--- config.mk ---
export PLATFORM = sky130hd
export DESIGN_NAME = uart_cmd_top
export DESIGN_NICKNAME = d
export VERILOG_FILES = /design/src/uart_pkg.sv /design/src/cmd_pkg.sv /design/src/rx_line_cond.sv /design/src/tuart_rx.sv /design/src/cmd_exec.sv /design/src/tuart_tx.sv /design/src/uart_cmd_top.sv
export SDC_FILE = /design/constraint.sdc
export NUM_CORES = 1
export LEC_CHECK = 0
export BUFFER_PORTS_ARGS = -buffer_cell sky130_fd_sc_hd__buf_2
export CORE_MARGIN = 10
export CORE_UTILIZATION = 35
export DETAILED_ROUTE_END_ITERATION = 8
export PLACE_DENSITY = 0.6
export REMOVE_ABC_BUFFERS = 1
export SKIP_LAST_GASP = 1
export SYNTH_ARGS = -nofsm -noshare
export SYNTH_HDL_FRONTEND = slang
export SYNTH_SLANG_ARGS = --single-unit
--- constraint.sdc ---
create_clock -name clk_i -period 5.8 [get_ports clk_i]
set_clock_uncertainty 0.1 [all_clocks]
set_input_delay 0.58 -clock clk_i [delete_from_list [all_inputs] [get_ports clk_i]]
set_output_delay 0.58 -clock clk_i [all_outputs]
set_load 0.01 [all_outputs]
--- src/uart_pkg.sv ---
////////////////////
// Serial line format shared by the receiver, the transmitter and the top level.
// Import it inside the module body and use scoped names in port lists.
////////////////////
package uart_pkg;

  // Data bits per frame, sent LSB first.
  localparam int DATA_BITS = 8;

  // Bytes that make up one command.
  localparam int CMD_WORDS = 5;

  // Width of an assembled command.
  localparam int CMD_WIDTH = DATA_BITS * CMD_WORDS;

  // Clock cycles per bit period.
  localparam int CLK_PER_BIT = 8;

  // Longest reply in bytes.
  localparam int RESP_BYTES_MAX = 3;

endpackage

--- src/cmd_pkg.sv ---
////////////////////
// Command opcodes, reply codes and the register map of the command port.
// Import it inside the module body and use scoped names in port lists.
////////////////////
package cmd_pkg;

  ////////////////////
  // Opcodes.
  localparam logic [7:0] OP_WRITE = 8'h01;
  localparam logic [7:0] OP_READ  = 8'h02;

  ////////////////////
  // Single-byte replies.
  localparam logic [7:0] RESP_ACK = 8'h06;
  localparam logic [7:0] RESP_NAK = 8'h15;

  ////////////////////
  // Register file.
  localparam int REG_COUNT = 8;
  localparam int REG_WIDTH = 24;

  // Byte positions inside the command word.
  localparam int OP_BYTE   = 0;
  localparam int ADDR_BYTE = 1;
  // Data starts here, LSB first.
  localparam int DATA_BYTE = 2;

endpackage

--- src/rx_line_cond.sv ---
////////////////////
// Synchronizes and deglitches the rx pin ahead of the receiver.
////////////////////
module rx_line_cond (
  input  logic clk_i,
  input  logic rst_in,
  input  logic rx_i,
  output logic rx_sync_o
);

  logic       sync_q1;
  logic       sync_q2;
  logic [1:0] hist_q;

  // All stages reset to the idle line level.
  always_ff @(posedge clk_i) begin
    if (!rst_in) begin
      sync_q1 <= 1'b1;
      sync_q2 <= 1'b1;
      hist_q  <= 2'b11;
    end else begin
      sync_q1 <= rx_i;
      sync_q2 <= sync_q1;
      hist_q  <= {hist_q[0], sync_q2};
    end
  end

  // Two of three samples win.
  assign rx_sync_o = (sync_q2 & hist_q[0]) | (sync_q2 & hist_q[1]) | (hist_q[0] & hist_q[1]);

endmodule

--- src/tuart_rx.sv ---
////////////////////
// UART receiver that collects five frames into one command word.
// rdy_o pulses once per command, cmd_o holds until the next one is complete.
////////////////////
module tuart_rx (
  input  logic                         clk_i,
  input  logic                         rst_in,
  input  logic                         rx_sync_i,
  output logic [uart_pkg::CMD_WIDTH-1:0] cmd_o,
  output logic                         rdy_o
);

  import uart_pkg::*;

  localparam int SMPL_W = $clog2(CLK_PER_BIT);
  localparam int BIT_W  = $clog2(DATA_BITS);
  localparam int WORD_W = $clog2(CMD_WORDS);

  typedef enum logic [2:0] {IDLE, START, DATA, DONE, STOP, WAIT_HIGH} state_t;

  state_t               state_q;
  state_t               state_d;
  logic [SMPL_W-1:0]    smpl_q;
  logic [SMPL_W-1:0]    smpl_d;
  logic [SMPL_W-1:0]    smpl_lim;
  logic [BIT_W-1:0]     bit_q;
  logic [BIT_W-1:0]     bit_d;
  logic [WORD_W-1:0]    word_q;
  logic [WORD_W-1:0]    word_d;
  logic [CMD_WIDTH-1:0] shft_q;
  logic [CMD_WIDTH-1:0] shft_d;
  logic [CMD_WIDTH-1:0] cmd_q;
  logic                 take_smpl;
  logic                 cmd_ld;

  // Half a bit during the start check, a full bit otherwise.
  assign smpl_lim  = (state_q == START) ? SMPL_W'(CLK_PER_BIT / 2 - 1)
                                        : SMPL_W'(CLK_PER_BIT - 1);
  assign take_smpl = (smpl_q == smpl_lim);

  // Last data bit of the last byte.
  assign cmd_ld = (state_q == DATA) && take_smpl && (bit_q == BIT_W'(DATA_BITS - 1))
                  && (word_q == WORD_W'(CMD_WORDS - 1));
  assign cmd_o  = cmd_q;

  ////////////////////
  // Next state.
  always_comb begin
    state_d = state_q;
    smpl_d  = smpl_q;
    bit_d   = bit_q;
    word_d  = word_q;
    shft_d  = shft_q;
    rdy_o   = 1'b0;

    case (state_q)
      IDLE: begin
        if (!rx_sync_i) begin
          state_d = START;
          smpl_d  = '0;
        end
      end
      START: begin
        smpl_d = smpl_q + 1'b1;
        if (take_smpl) begin
          // A line that is high again at mid-bit was only noise.
          state_d = rx_sync_i ? IDLE : DATA;
          smpl_d  = '0;
          bit_d   = '0;
        end
      end
      DATA: begin
        smpl_d = smpl_q + 1'b1;
        if (take_smpl) begin
          smpl_d = '0;
          bit_d  = bit_q + 1'b1;
          shft_d = {rx_sync_i, shft_q[CMD_WIDTH-1:1]};
          if (bit_q == BIT_W'(DATA_BITS - 1)) begin
            state_d = DONE;
          end
        end
      end
      DONE: begin
        state_d = STOP;
        smpl_d  = smpl_q + 1'b1;
        if (word_q == WORD_W'(CMD_WORDS - 1)) begin
          word_d = '0;
          rdy_o  = 1'b1;
        end else begin
          word_d = word_q + 1'b1;
        end
      end
      STOP: begin
        smpl_d = smpl_q + 1'b1;
        if (take_smpl) begin
          state_d = WAIT_HIGH;
        end
      end
      WAIT_HIGH: begin
        if (rx_sync_i) begin
          state_d = IDLE;
        end
      end
      default: state_d = IDLE;
    endcase
  end

  always_ff @(posedge clk_i) begin
    if (!rst_in) begin
      state_q <= IDLE;
      smpl_q  <= '0;
      bit_q   <= '0;
      word_q  <= '0;
      shft_q  <= '0;
    end else begin
      state_q <= state_d;
      smpl_q  <= smpl_d;
      bit_q   <= bit_d;
      word_q  <= word_d;
      shft_q  <= shft_d;
    end
  end

  // Assembled command, held until the next one is complete.
  always_ff @(posedge clk_i) begin
    if (!rst_in) begin
      cmd_q <= '0;
    end else if (cmd_ld) begin
      cmd_q <= shft_d;
    end
  end

endmodule

--- src/cmd_exec.sv ---
////////////////////
// Executes read and write commands on eight configuration registers.
// The reply is issued one cycle after the command strobe.
////////////////////
module cmd_exec (
  input  logic                                           clk_i,
  input  logic                                           rst_in,
  input  logic [uart_pkg::CMD_WIDTH-1:0]                 cmd_i,
  input  logic                                           rdy_i,
  input  logic                                           busy_i,
  output logic [cmd_pkg::REG_WIDTH-1:0]                  resp_o,
  output logic [$clog2(uart_pkg::RESP_BYTES_MAX+1)-1:0]  resp_len_o,
  output logic                                           resp_valid_o
);

  import uart_pkg::*;
  import cmd_pkg::*;

  localparam int ADDR_W = $clog2(REG_COUNT);
  localparam int LEN_W  = $clog2(RESP_BYTES_MAX + 1);

  logic [DATA_BITS-1:0] opcode;
  logic [DATA_BITS-1:0] addr;
  logic [REG_WIDTH-1:0] wdata;
  logic [ADDR_W-1:0]    idx;
  logic                 addr_ok;
  logic                 accept;
  logic                 wr_en;
  logic [REG_WIDTH-1:0] resp_d;
  logic [LEN_W-1:0]     len_d;
  logic [REG_WIDTH-1:0] regs_q [REG_COUNT];

  assign opcode  = cmd_i[OP_BYTE*DATA_BITS +: DATA_BITS];
  assign addr    = cmd_i[ADDR_BYTE*DATA_BITS +: DATA_BITS];
  assign wdata   = cmd_i[DATA_BYTE*DATA_BITS +: REG_WIDTH];
  assign idx     = addr[ADDR_W-1:0];
  assign addr_ok = (addr < DATA_BITS'(REG_COUNT));

  // Commands that arrive during a reply are dropped.
  assign accept = rdy_i & ~busy_i;

  ////////////////////
  // Decode.
  always_comb begin
    wr_en  = 1'b0;
    resp_d = REG_WIDTH'(RESP_NAK);
    len_d  = LEN_W'(1);

    case (opcode)
      OP_WRITE: begin
        if (addr_ok) begin
          wr_en  = accept;
          resp_d = REG_WIDTH'(RESP_ACK);
        end
      end
      OP_READ: begin
        if (addr_ok) begin
          resp_d = regs_q[idx];
          len_d  = LEN_W'(RESP_BYTES_MAX);
        end
      end
      default: ;
    endcase
  end

  ////////////////////
  // Register file.
  always_ff @(posedge clk_i) begin
    if (!rst_in) begin
      for (int i = 0; i < REG_COUNT; i++) begin
        regs_q[i] <= '0;
      end
    end else if (wr_en) begin
      regs_q[idx] <= wdata;
    end
  end

  always_ff @(posedge clk_i) begin
    if (!rst_in) begin
      resp_valid_o <= 1'b0;
    end else begin
      resp_valid_o <= accept;
    end
  end

  // Reply payload, held until the next accepted command.
  always_ff @(posedge clk_i) begin
    if (accept) begin
      resp_o     <= resp_d;
      resp_len_o <= len_d;
    end
  end

endmodule

--- src/tuart_tx.sv ---
////////////////////
// UART transmitter for replies of one to three bytes, LSB first.
// busy_o covers the whole burst up to the end of the last stop bit.
////////////////////
module tuart_tx (
  input  logic                                                  clk_i,
  input  logic                                                  rst_in,
  input  logic [uart_pkg::RESP_BYTES_MAX*uart_pkg::DATA_BITS-1:0] resp_i,
  input  logic [$clog2(uart_pkg::RESP_BYTES_MAX+1)-1:0]         resp_len_i,
  input  logic                                                  resp_valid_i,
  output logic                                                  tx_o,
  output logic                                                  busy_o
);

  import uart_pkg::*;

  localparam int CLK_W  = $clog2(CLK_PER_BIT);
  localparam int BIT_W  = $clog2(DATA_BITS);
  localparam int LEN_W  = $clog2(RESP_BYTES_MAX + 1);
  localparam int SHFT_W = RESP_BYTES_MAX * DATA_BITS;

  typedef enum logic [1:0] {IDLE, START, DATA, STOP} state_t;

  state_t            state_q;
  logic [CLK_W-1:0]  clk_q;
  logic [BIT_W-1:0]  bit_q;
  logic [LEN_W-1:0]  left_q;
  logic [SHFT_W-1:0] shft_q;
  logic              bit_end;
  logic              load;
  logic              shift;

  assign bit_end = (clk_q == CLK_W'(CLK_PER_BIT - 1));
  assign load    = (state_q == IDLE) && resp_valid_i;
  assign shift   = (state_q == DATA) && bit_end;

  ////////////////////
  // Frame sequencer.
  always_ff @(posedge clk_i) begin
    if (!rst_in) begin
      state_q <= IDLE;
      clk_q   <= '0;
      bit_q   <= '0;
      left_q  <= '0;
      tx_o    <= 1'b1;
      busy_o  <= 1'b0;
    end else begin
      clk_q <= bit_end ? '0 : clk_q + 1'b1;
      case (state_q)
        IDLE: begin
          clk_q <= '0;
          if (resp_valid_i) begin
            state_q <= START;
            left_q  <= resp_len_i;
            tx_o    <= 1'b0;
            busy_o  <= 1'b1;
          end
        end
        START: begin
          if (bit_end) begin
            state_q <= DATA;
            bit_q   <= '0;
            tx_o    <= shft_q[0];
          end
        end
        DATA: begin
          if (bit_end) begin
            if (bit_q == BIT_W'(DATA_BITS - 1)) begin
              state_q <= STOP;
              tx_o    <= 1'b1;
            end else begin
              bit_q <= bit_q + 1'b1;
              tx_o  <= shft_q[1];
            end
          end
        end
        STOP: begin
          if (bit_end) begin
            if (left_q == LEN_W'(1)) begin
              state_q <= IDLE;
              busy_o  <= 1'b0;
            end else begin
              // Next byte follows without an idle gap.
              state_q <= START;
              left_q  <= left_q - 1'b1;
              tx_o    <= 1'b0;
            end
          end
        end
        default: state_q <= IDLE;
      endcase
    end
  end

  // Reply bytes, consumed from the low end.
  always_ff @(posedge clk_i) begin
    if (load) begin
      shft_q <= resp_i;
    end else if (shift) begin
      shft_q <= shft_q >> 1;
    end
  end

endmodule

--- src/uart_cmd_top.sv ---
////////////////////
// Serial command port of the logic-analyzer core.
// Chains line conditioner, receiver, command executor and transmitter.
////////////////////
module uart_cmd_top (
  input  logic clk_i,
  input  logic rst_in,
  input  logic rx_i,
  output logic tx_o
);

  import uart_pkg::*;

  logic                               rx_sync;
  logic [CMD_WIDTH-1:0]               cmd;
  logic                               rdy;
  logic [RESP_BYTES_MAX*DATA_BITS-1:0] resp;
  logic [$clog2(RESP_BYTES_MAX+1)-1:0] resp_len;
  logic                               resp_valid;
  logic                               busy;

  rx_line_cond i_rx_line_cond (
    .clk_i    (clk_i),
    .rst_in   (rst_in),
    .rx_i     (rx_i),
    .rx_sync_o(rx_sync)
  );

  tuart_rx i_tuart_rx (
    .clk_i    (clk_i),
    .rst_in   (rst_in),
    .rx_sync_i(rx_sync),
    .cmd_o    (cmd),
    .rdy_o    (rdy)
  );

  cmd_exec i_cmd_exec (
    .clk_i       (clk_i),
    .rst_in      (rst_in),
    .cmd_i       (cmd),
    .rdy_i       (rdy),
    .busy_i      (busy),
    .resp_o      (resp),
    .resp_len_o  (resp_len),
    .resp_valid_o(resp_valid)
  );

  tuart_tx i_tuart_tx (
    .clk_i       (clk_i),
    .rst_in      (rst_in),
    .resp_i      (resp),
    .resp_len_i  (resp_len),
    .resp_valid_i(resp_valid),
    .tx_o        (tx_o),
    .busy_o      (busy)
  );

endmodule

==> summary.txt, run 1 <==
Timing
  • Slew headroom: 13.5%
  • Fin. Hold Viols: 0
  • Final setup viols: 0
  • Final Critical Period: roughly 3.5 ns
  • PnR worst setup slack: 2.29 ns
  • RSZ-0062 raised after global routing: false
  • Pins Over Slew Limit: 0
  • Setup TNS Final: 0 ns
  • Worst slew pin tran: between 1 and 1.5 ns
  • Peak Freq: ~280 MHz
  • Part of the cycle the worst path needs: roughly three fifths

Pwr
  • Part of the power in combinational logic: 1.6%
  • Sequential share of power: a little over half
  • Power Total: approximately 5300 uW
  • Pint: around 4300 uW
  • Leak Pwr: 0.00557 uW
  • P_sw: approximately 1000 uW
  • Sw Share: around 20%
  • Cell Pwr Density: roughly 320 nW/um^2
  • Max IR drop VDD: 182 uV
  • Clock power share: a little under half

Route
  • Vias: approximately 8000
  • Post-DRT Antenna Nets: 0
  • Drt wl/cell: about 17 um
  • 1st-iter DRT viols: around 620
  • Via-to-Cell Ratio: a little under 5
  • Routed WL: between 20000 and 30000 um
  • # DRC: 0
  • DRT Pass-1 Iters: 5

Clocking
  • CTS H-tree lvls: 2
  • Max Root-Sink Buffers: 3
  • Clk sink count: roughly 350
  • Clk_lat worst skew: roughly 0.53 ns
  • Root Buffer Master: clkbuf_16
  • Hold buffer count at cts: 0
  • Cts repair resizes: 0
  • CTS tree: built
  • Post-CTS Setup Inserts: 0
  • Total CTS buffers: 38
  • CTS clock-pin slew for the worst setup and hold paths: 0.06 ns

Finish
  • Post-Layout Cell Count: 1632
  • Nets: about 1100
  • Layout area overhead: 11.2%
  • # diodes: 0
  • Multi-input logic area: 5130 um^2
  • Layout Utilization: 39.7%
  • Fraction of layout cells with a size suffix above 1: approximately 16%
  • Fillers: 3904
  • Register area: 9480 um^2

Worst setup path
  • CP Capture Type: flip-flop
  • Crit path max fanout: 25
  • Required time worst endpoint: ~5.8 ns
  • Crit start category: flip-flop
  • R2r setup slk: between 2 and 2.5 ns
  • Worst EP arrival: ~3.5 ns
  • R2R Path End: i_cmd_exec.regs_q[7][22]
  • R2R depth: 5
  • FF-to-FF Start: i_tuart_rx.state_q[1]
  • CP Class: flip-flop to flip-flop

Floorplan
  • Die area: 51700 um^2
  • I/O pin cnt: 4
  • Core area: 42200 um^2
  • Height of the die: 227 um
  • Starting Density: 35.7%
  • Rows: 75
  • Die width: 227 um

Synthesis
  • Synth Instances: 1076
  • Post-synthesis simple-gate area fraction: between 10% and 20%
  • Dominant synthesized flop cell: edfxtp_1
  • Synth Area in XOR/XNOR: 0.0582%
  • Synth Register Bits: approximately 350
  • Post-synthesis instance area: roughly 15000 um^2
  • Commonest cells post-synth: 241 x edfxtp_1, 195 x and2_1, 112 x dfxtp_1
  • Post-Synth Adder-Cell Area: 1.23%
  • Area leader, netlist: edfxtp_1
  • Register area share after synthesis: approximately 63%
  • Synth top area cells: edfxtp_1 48%, dfxtp_1 15%, and2_1 8.1%
  • EDFF count, synth: ~240
  • Top cell type's share of synthesized area: around 48%
  • YS warnings: 0
  • Netlist cell types: 51
  • Async SR Flop Fraction: 0%
  • Most frequent cell after synthesis: edfxtp_1
  • Synth Area in Compound Gates: around 4.7%
  • Main combinational cell family by area after synthesis: simple AND/OR/NAND/NOR gates
  • Post-synthesis mux area share: around 14%
  • Mean Syn Cell Area: between 10 and 15 um^2

Global routing
  • First-pass GRT wire length: 43300 um
  • GRT Residual Overflow: 0
  • Antenna violations before repair: 0
  • GRT Overall Usage: approximately a tenth
  • Largest net degree at the start of global routing: 80
  • Vias in the first global route: 7685

Run status
  • Status: finished clean

Hold path
  • Hold Crit Endpoint: i_rx_line_cond.sync_q1
  • HP Class: input pin to flip-flop
  • Hold_sp: rx_i
  • WHS Path Cells: 2

Placement
  • Number of cells after detailed placement: 1563
  • DP Worst Slack: 2.26 ns
  • Detailed placer's ending HPWL: roughly 18000 um
  • PortBufs: 3
  • GPL Wtd Cong: slightly below 0.8

Job
  • Max Cap Viol: 0
cells by family (layout without fill, tap and decap cells):
logic type / count (synthesis) / count (layout)
xor gates and xnor gates: 1 / 1
muxes: 141 / 141
DFF: 353 / 353
buffers and inverters: 82 / 99
and+or+nand+nor: 357 / 357
adders and majority gates: 15 / 15
AOI/OAI and AO/OA: 127 / 127
cells in the final DEF, fill, tap and decap left out, types with 11 or more instances in the layout:
cell type | Yosys | routed
inv_1 | 12 | 11
buf_4 | 1 | 15
nand2b_1 | 17 | 17
mux4_2 | 48 | 48
mux2_2 | 23 | 23
ha_1 | 14 | 14
clkbuf_16 | 0 | 38
mux2i_1 | 70 | 70
and2_1 | 195 | 194
o21ai_0 | 49 | 49
nor2_1 | 75 | 75
a21oi_1 | 51 | 51
dfxtp_1 | 112 | 110
edfxtp_1 | 241 | 241
nand2_1 | 20 | 20
metrics by stage:
step           hold slack, ns  area, um^2
5_1_grt                 0.141       16700
3_5_place_dp            0.313       15500
2_1_floorplan           0.286       14600
6_report                0.151       16700
3_3_place_gp            0.315       15500
4_1_cts                 0.134       16700
worst max-delay path by stage:
stage / end / slack [ns] / depth (start not counted) / startpoint
5_1_grt: i_cmd_exec.regs_q[4][22] / 2.01 / 5 / i_tuart_rx.state_q[1]
2_1_floorplan: i_cmd_exec.regs_q[0][0] / 2.22 / 4 / i_tuart_rx.cmd_o[12]
4_1_cts: i_cmd_exec.regs_q[7][2] / 2.24 / 5 / i_tuart_rx.state_q[1]
3_5_place_dp: i_cmd_exec.regs_q[7][1] / 2.26 / 5 / i_tuart_rx.state_q[1]
6_report: i_cmd_exec.regs_q[7][22] / 2.29 / 5 / i_tuart_rx.state_q[1]
3_3_place_gp: i_cmd_exec.regs_q[7][23] / 2.33 / 5 / i_tuart_rx.state_q[1]
worst max-delay path, cell delays in order, from the launching register on:
cell	delay [ns]
dfxtp_1	0.50
nor2b_1	0.48
nand4_4	0.39
nor4_4	0.31
buf_4	0.29
nand2b_1	1.02
layer usage:
| layer | GRT usage [%] | share of wire (%) | vias up |
|---|---|---|---|
| met4 | 3.63 | 1.9 | 0 |
| met2 | 14.5 | 42 | 106 |
| met1 | 16.1 | 53 | 3932 |
| met5 | 0 | 0 | - |
| met3 | 1.60 | 3.4 | 40 |
| li1 | - | - | 3890 |
registers in the layout (all words and copies together) (netlist names), 24 cells and up, named ones only:
name and count:
i_tuart_tx.shft_q 24, i_tuart_rx.shft_q 40, i_cmd_exec.resp_o 24, i_tuart_rx.cmd_o 40, i_cmd_exec.regs_q 192
power by group through the flow:
stage	Combinational [uW]	Clock, uW	Sequential [uW]
6_report	84.4	2460	2770
5_1_grt	92.0	2600	2780
4_1_cts	86.3	2510	2770
3_5_place_dp	86.1	0	2830
3_3_place_gp	84.9	0	2830
2_1_floorplan	56.8	0	2810
layout make-up:
type	instances	share of cell area, %
clock buffer	46	6.16
clock inverter	23	1.52
inverter	12	0.269
multi-input combinational	641	30.6
sequential	353	56.6
tap	539	4.03
timing repair buffer	18	0.762
Power figures use the tool's default switching activity.
==> inputs of run 2 (changes only) <==
==> constraint.sdc (replaced) <==
create_clock -name clk_i -period 3.45 [get_ports clk_i]
set_clock_uncertainty 0.1 [all_clocks]
set_input_delay 0.345 -clock clk_i [delete_from_list [all_inputs] [get_ports clk_i]]
set_output_delay 0.345 -clock clk_i [all_outputs]
set_load 0.01 [all_outputs]
==> run 2 against run 1 <==
Power increased by 69%. First-iteration DRC count down 23%. Flip-flop and latch count is the same. Clock-buffer cell count increased by 5. Global-route usage up 0.71 points. Sequential power up 68%. Sequential share of layout area fell by 0.58 points. Largest cell class unchanged.
==> summary.txt, run 2 (synthesis results as in run 1) <==
Run status
  • Status: finished clean

Pwr
  • Sw Share: 19.4%
  • Pint: 7260 uW
  • Clock power share: 46.7%
  • Max IR drop VDD: about 240 uV
  • Power Total: between 9000 and 10000 uW
  • P_sw: 1750 uW
  • Leak Pwr: 0.00565 uW
  • Sequential share of power: between 50% and 60%
  • Part of the power in combinational logic: about 1.7%
  • Cell Pwr Density: between 500 and 600 nW/um^2

Route
  • Via-to-Cell Ratio: between 4 and 5
  • Drt wl/cell: ~17 um
  • DRT Pass-1 Iters: 5
  • Vias: 7996
  • Routed WL: around 28000 um
  • 1st-iter DRT viols: about 480
  • Post-DRT Antenna Nets: 0
  • # DRC: 0

Finish
  • # diodes: 0
  • Nets: about 1100
  • Fraction of layout cells with a size suffix above 1: between 10% and 20%
  • Fillers: 3888
  • Largest Register: i_cmd_exec.regs_q
  • Commonest non-fill, non-tap cells in the layout: 241 x edfxtp_1, 194 x and2_1, 110 x dfxtp_1
  • Most common cell after layout, fill and taps aside: edfxtp_1
  • Layout area overhead: 12.4%
  • Layout Utilization: approximately two fifths
  • Max reg flops: approximately 190

Worst setup path
  • Crit path max fanout: 25
  • R2R depth: 7
  • Worst EP arrival: around 2.7 ns
  • Crit start category: flip-flop
  • CP Capture Type: flip-flop
  • R2R Path End: i_cmd_exec.regs_q[2][23]
  • Crit path to: i_cmd_exec.regs_q[2][23]
  • R2r setup slk: 0.86 ns
  • CP Class: flip-flop to flip-flop
  • Crit. Startpoint: i_tuart_rx.cmd_o[12]
  • Required time worst endpoint: ~3.6 ns
  • FF-to-FF Start: i_tuart_rx.cmd_o[12]

Clocking
  • Cts repair resizes: 0
  • Hold buffer count at cts: 1
  • Clk sink count: 353
  • CTS clock-pin slew for the worst setup and hold paths: 0.06 ns
  • Max Root-Sink Buffers: 3
  • CTS tree: built
  • CTS H-tree lvls: 2
  • Post-CTS Setup Inserts: 0
  • Root Buffer Master: clkbuf_16
  • Total CTS buffers: 38
  • Clk_lat worst skew: ~0.53 ns

Timing
  • Fin. Hold Viols: 0
  • Part of the cycle the worst path needs: around 75%
  • Slew headroom: 33.8%
  • Final setup viols: 0
  • PnR worst setup slack: between 0.8 and 0.9 ns
  • Peak Freq: roughly 390 MHz
  • Pins Over Slew Limit: 0
  • RSZ-0062 raised after global routing: false
  • Worst slew pin tran: 0.994 ns
  • Final Critical Period: ~2.6 ns

Floorplan
  • Die width: approximately 230 um
  • Starting Density: a little over a third
  • Height of the die: between 200 and 250 um
  • Die area: slightly above 50000 um^2
  • Core area: approximately 42000 um^2
  • I/O pin cnt: 4
  • Rows: between 70 and 80

Global routing
  • Vias in the first global route: 8087
  • GRT Residual Overflow: 0
  • Antenna violations before repair: 0
  • Largest net degree at the start of global routing: 80
  • First-pass GRT wire length: roughly 46000 um
  • GRT Overall Usage: roughly 11%

Job
  • Max Cap Viol: 0

Placement
  • Detailed placer's ending HPWL: about 18000 um
  • DP Worst Slack: roughly 0.85 ns
  • PortBufs: 3
  • GPL Wtd Cong: 0.770

Hold path
  • HP Class: input pin to flip-flop
  • WHS Path Cells: 3
## run 2: cell types whose count changed in the layout (fill, tap and decap cells not counted), moves of 2 or more
cell,previous run,this run
clkinvlp_4,0,3
clkbuf_16,38,41
clkinv_1,8,5
clkbuf_8,5,2
buf_4,15,29
buf_12,0,2
clkbuf_1,3,8
## run 2: final cells by class
cell class	instances	area (um^2)	area share (%)
clock inverters	18	220	1.30
well taps	539	674	3.99
inverters	12	45.0	0.266
repair buffers	35	283	1.67
flip-flops and latches	353	9480	56.1
clock buffers	51	1080	6.40
multi-input cells	641	5130	30.3
## run 2: per-stage QoR
stage / instances / hold WS, ns / setup TNS (ns) / area [um^2]
after global placement: 1579 / 0.291 / 0 / 15600
after global routing: 1649 / 0.275 / 0 / 16900
after floorplan: 1006 / 0.286 / -25.83 / 14600
final: 1649 / 0.247 / 0 / 16900
after CTS: 1649 / 0.234 / 0 / 16900
after detailed placement: 1579 / 0.300 / 0 / 15600
## run 2: how the worst min path moves through the flow
| stage | start | end |
|---|---|---|
| 2_1_floorplan | i_rx_line_cond.sync_q1 | i_rx_line_cond.sync_q2 |
| 3_3_place_gp | i_rx_line_cond.sync_q1 | i_rx_line_cond.sync_q2 |
| 3_5_place_dp | i_rx_line_cond.sync_q1 | i_rx_line_cond.sync_q2 |
| 4_1_cts | rst_in | i_cmd_exec.resp_valid_o |
| 5_1_grt | rst_in | i_cmd_exec.resp_valid_o |
| 6_report | rst_in | i_cmd_exec.resp_valid_o |
## run 2: worst max-delay path, stage by stage, from the launching register on
cell and delay (ns):
dfxtp_1 0.30, or4_1 0.53, nand4bb_1 0.20, buf_4 0.23, nor4_4 0.28, buf_4 0.26, nand2b_1 0.15, buf_4 0.22
## run 2: power groups by stage
stage | clock network [uW] | registers, uW | logic [uW]
2_1_floorplan | 0 | 4730 | 95.5
6_report | 4200 | 4650 | 150
4_1_cts | 4300 | 4650 | 154
3_3_place_gp | 0 | 4740 | 152
5_1_grt | 4460 | 4660 | 165
3_5_place_dp | 0 | 4740 | 153
## run 2: metal layers
layer | part of all wire [%] | track usage (%) | wire, um | up-vias
li1 | - | - | - | 3934
met1 | 49 | 15.6 | 13800 | 3919
met2 | 45 | 17.2 | 12800 | 100
met3 | 3.5 | 1.98 | 981 | 43
met4 | 2.4 | 3.91 | 682 | 0
met5 | 0 | 0 | 0 | -
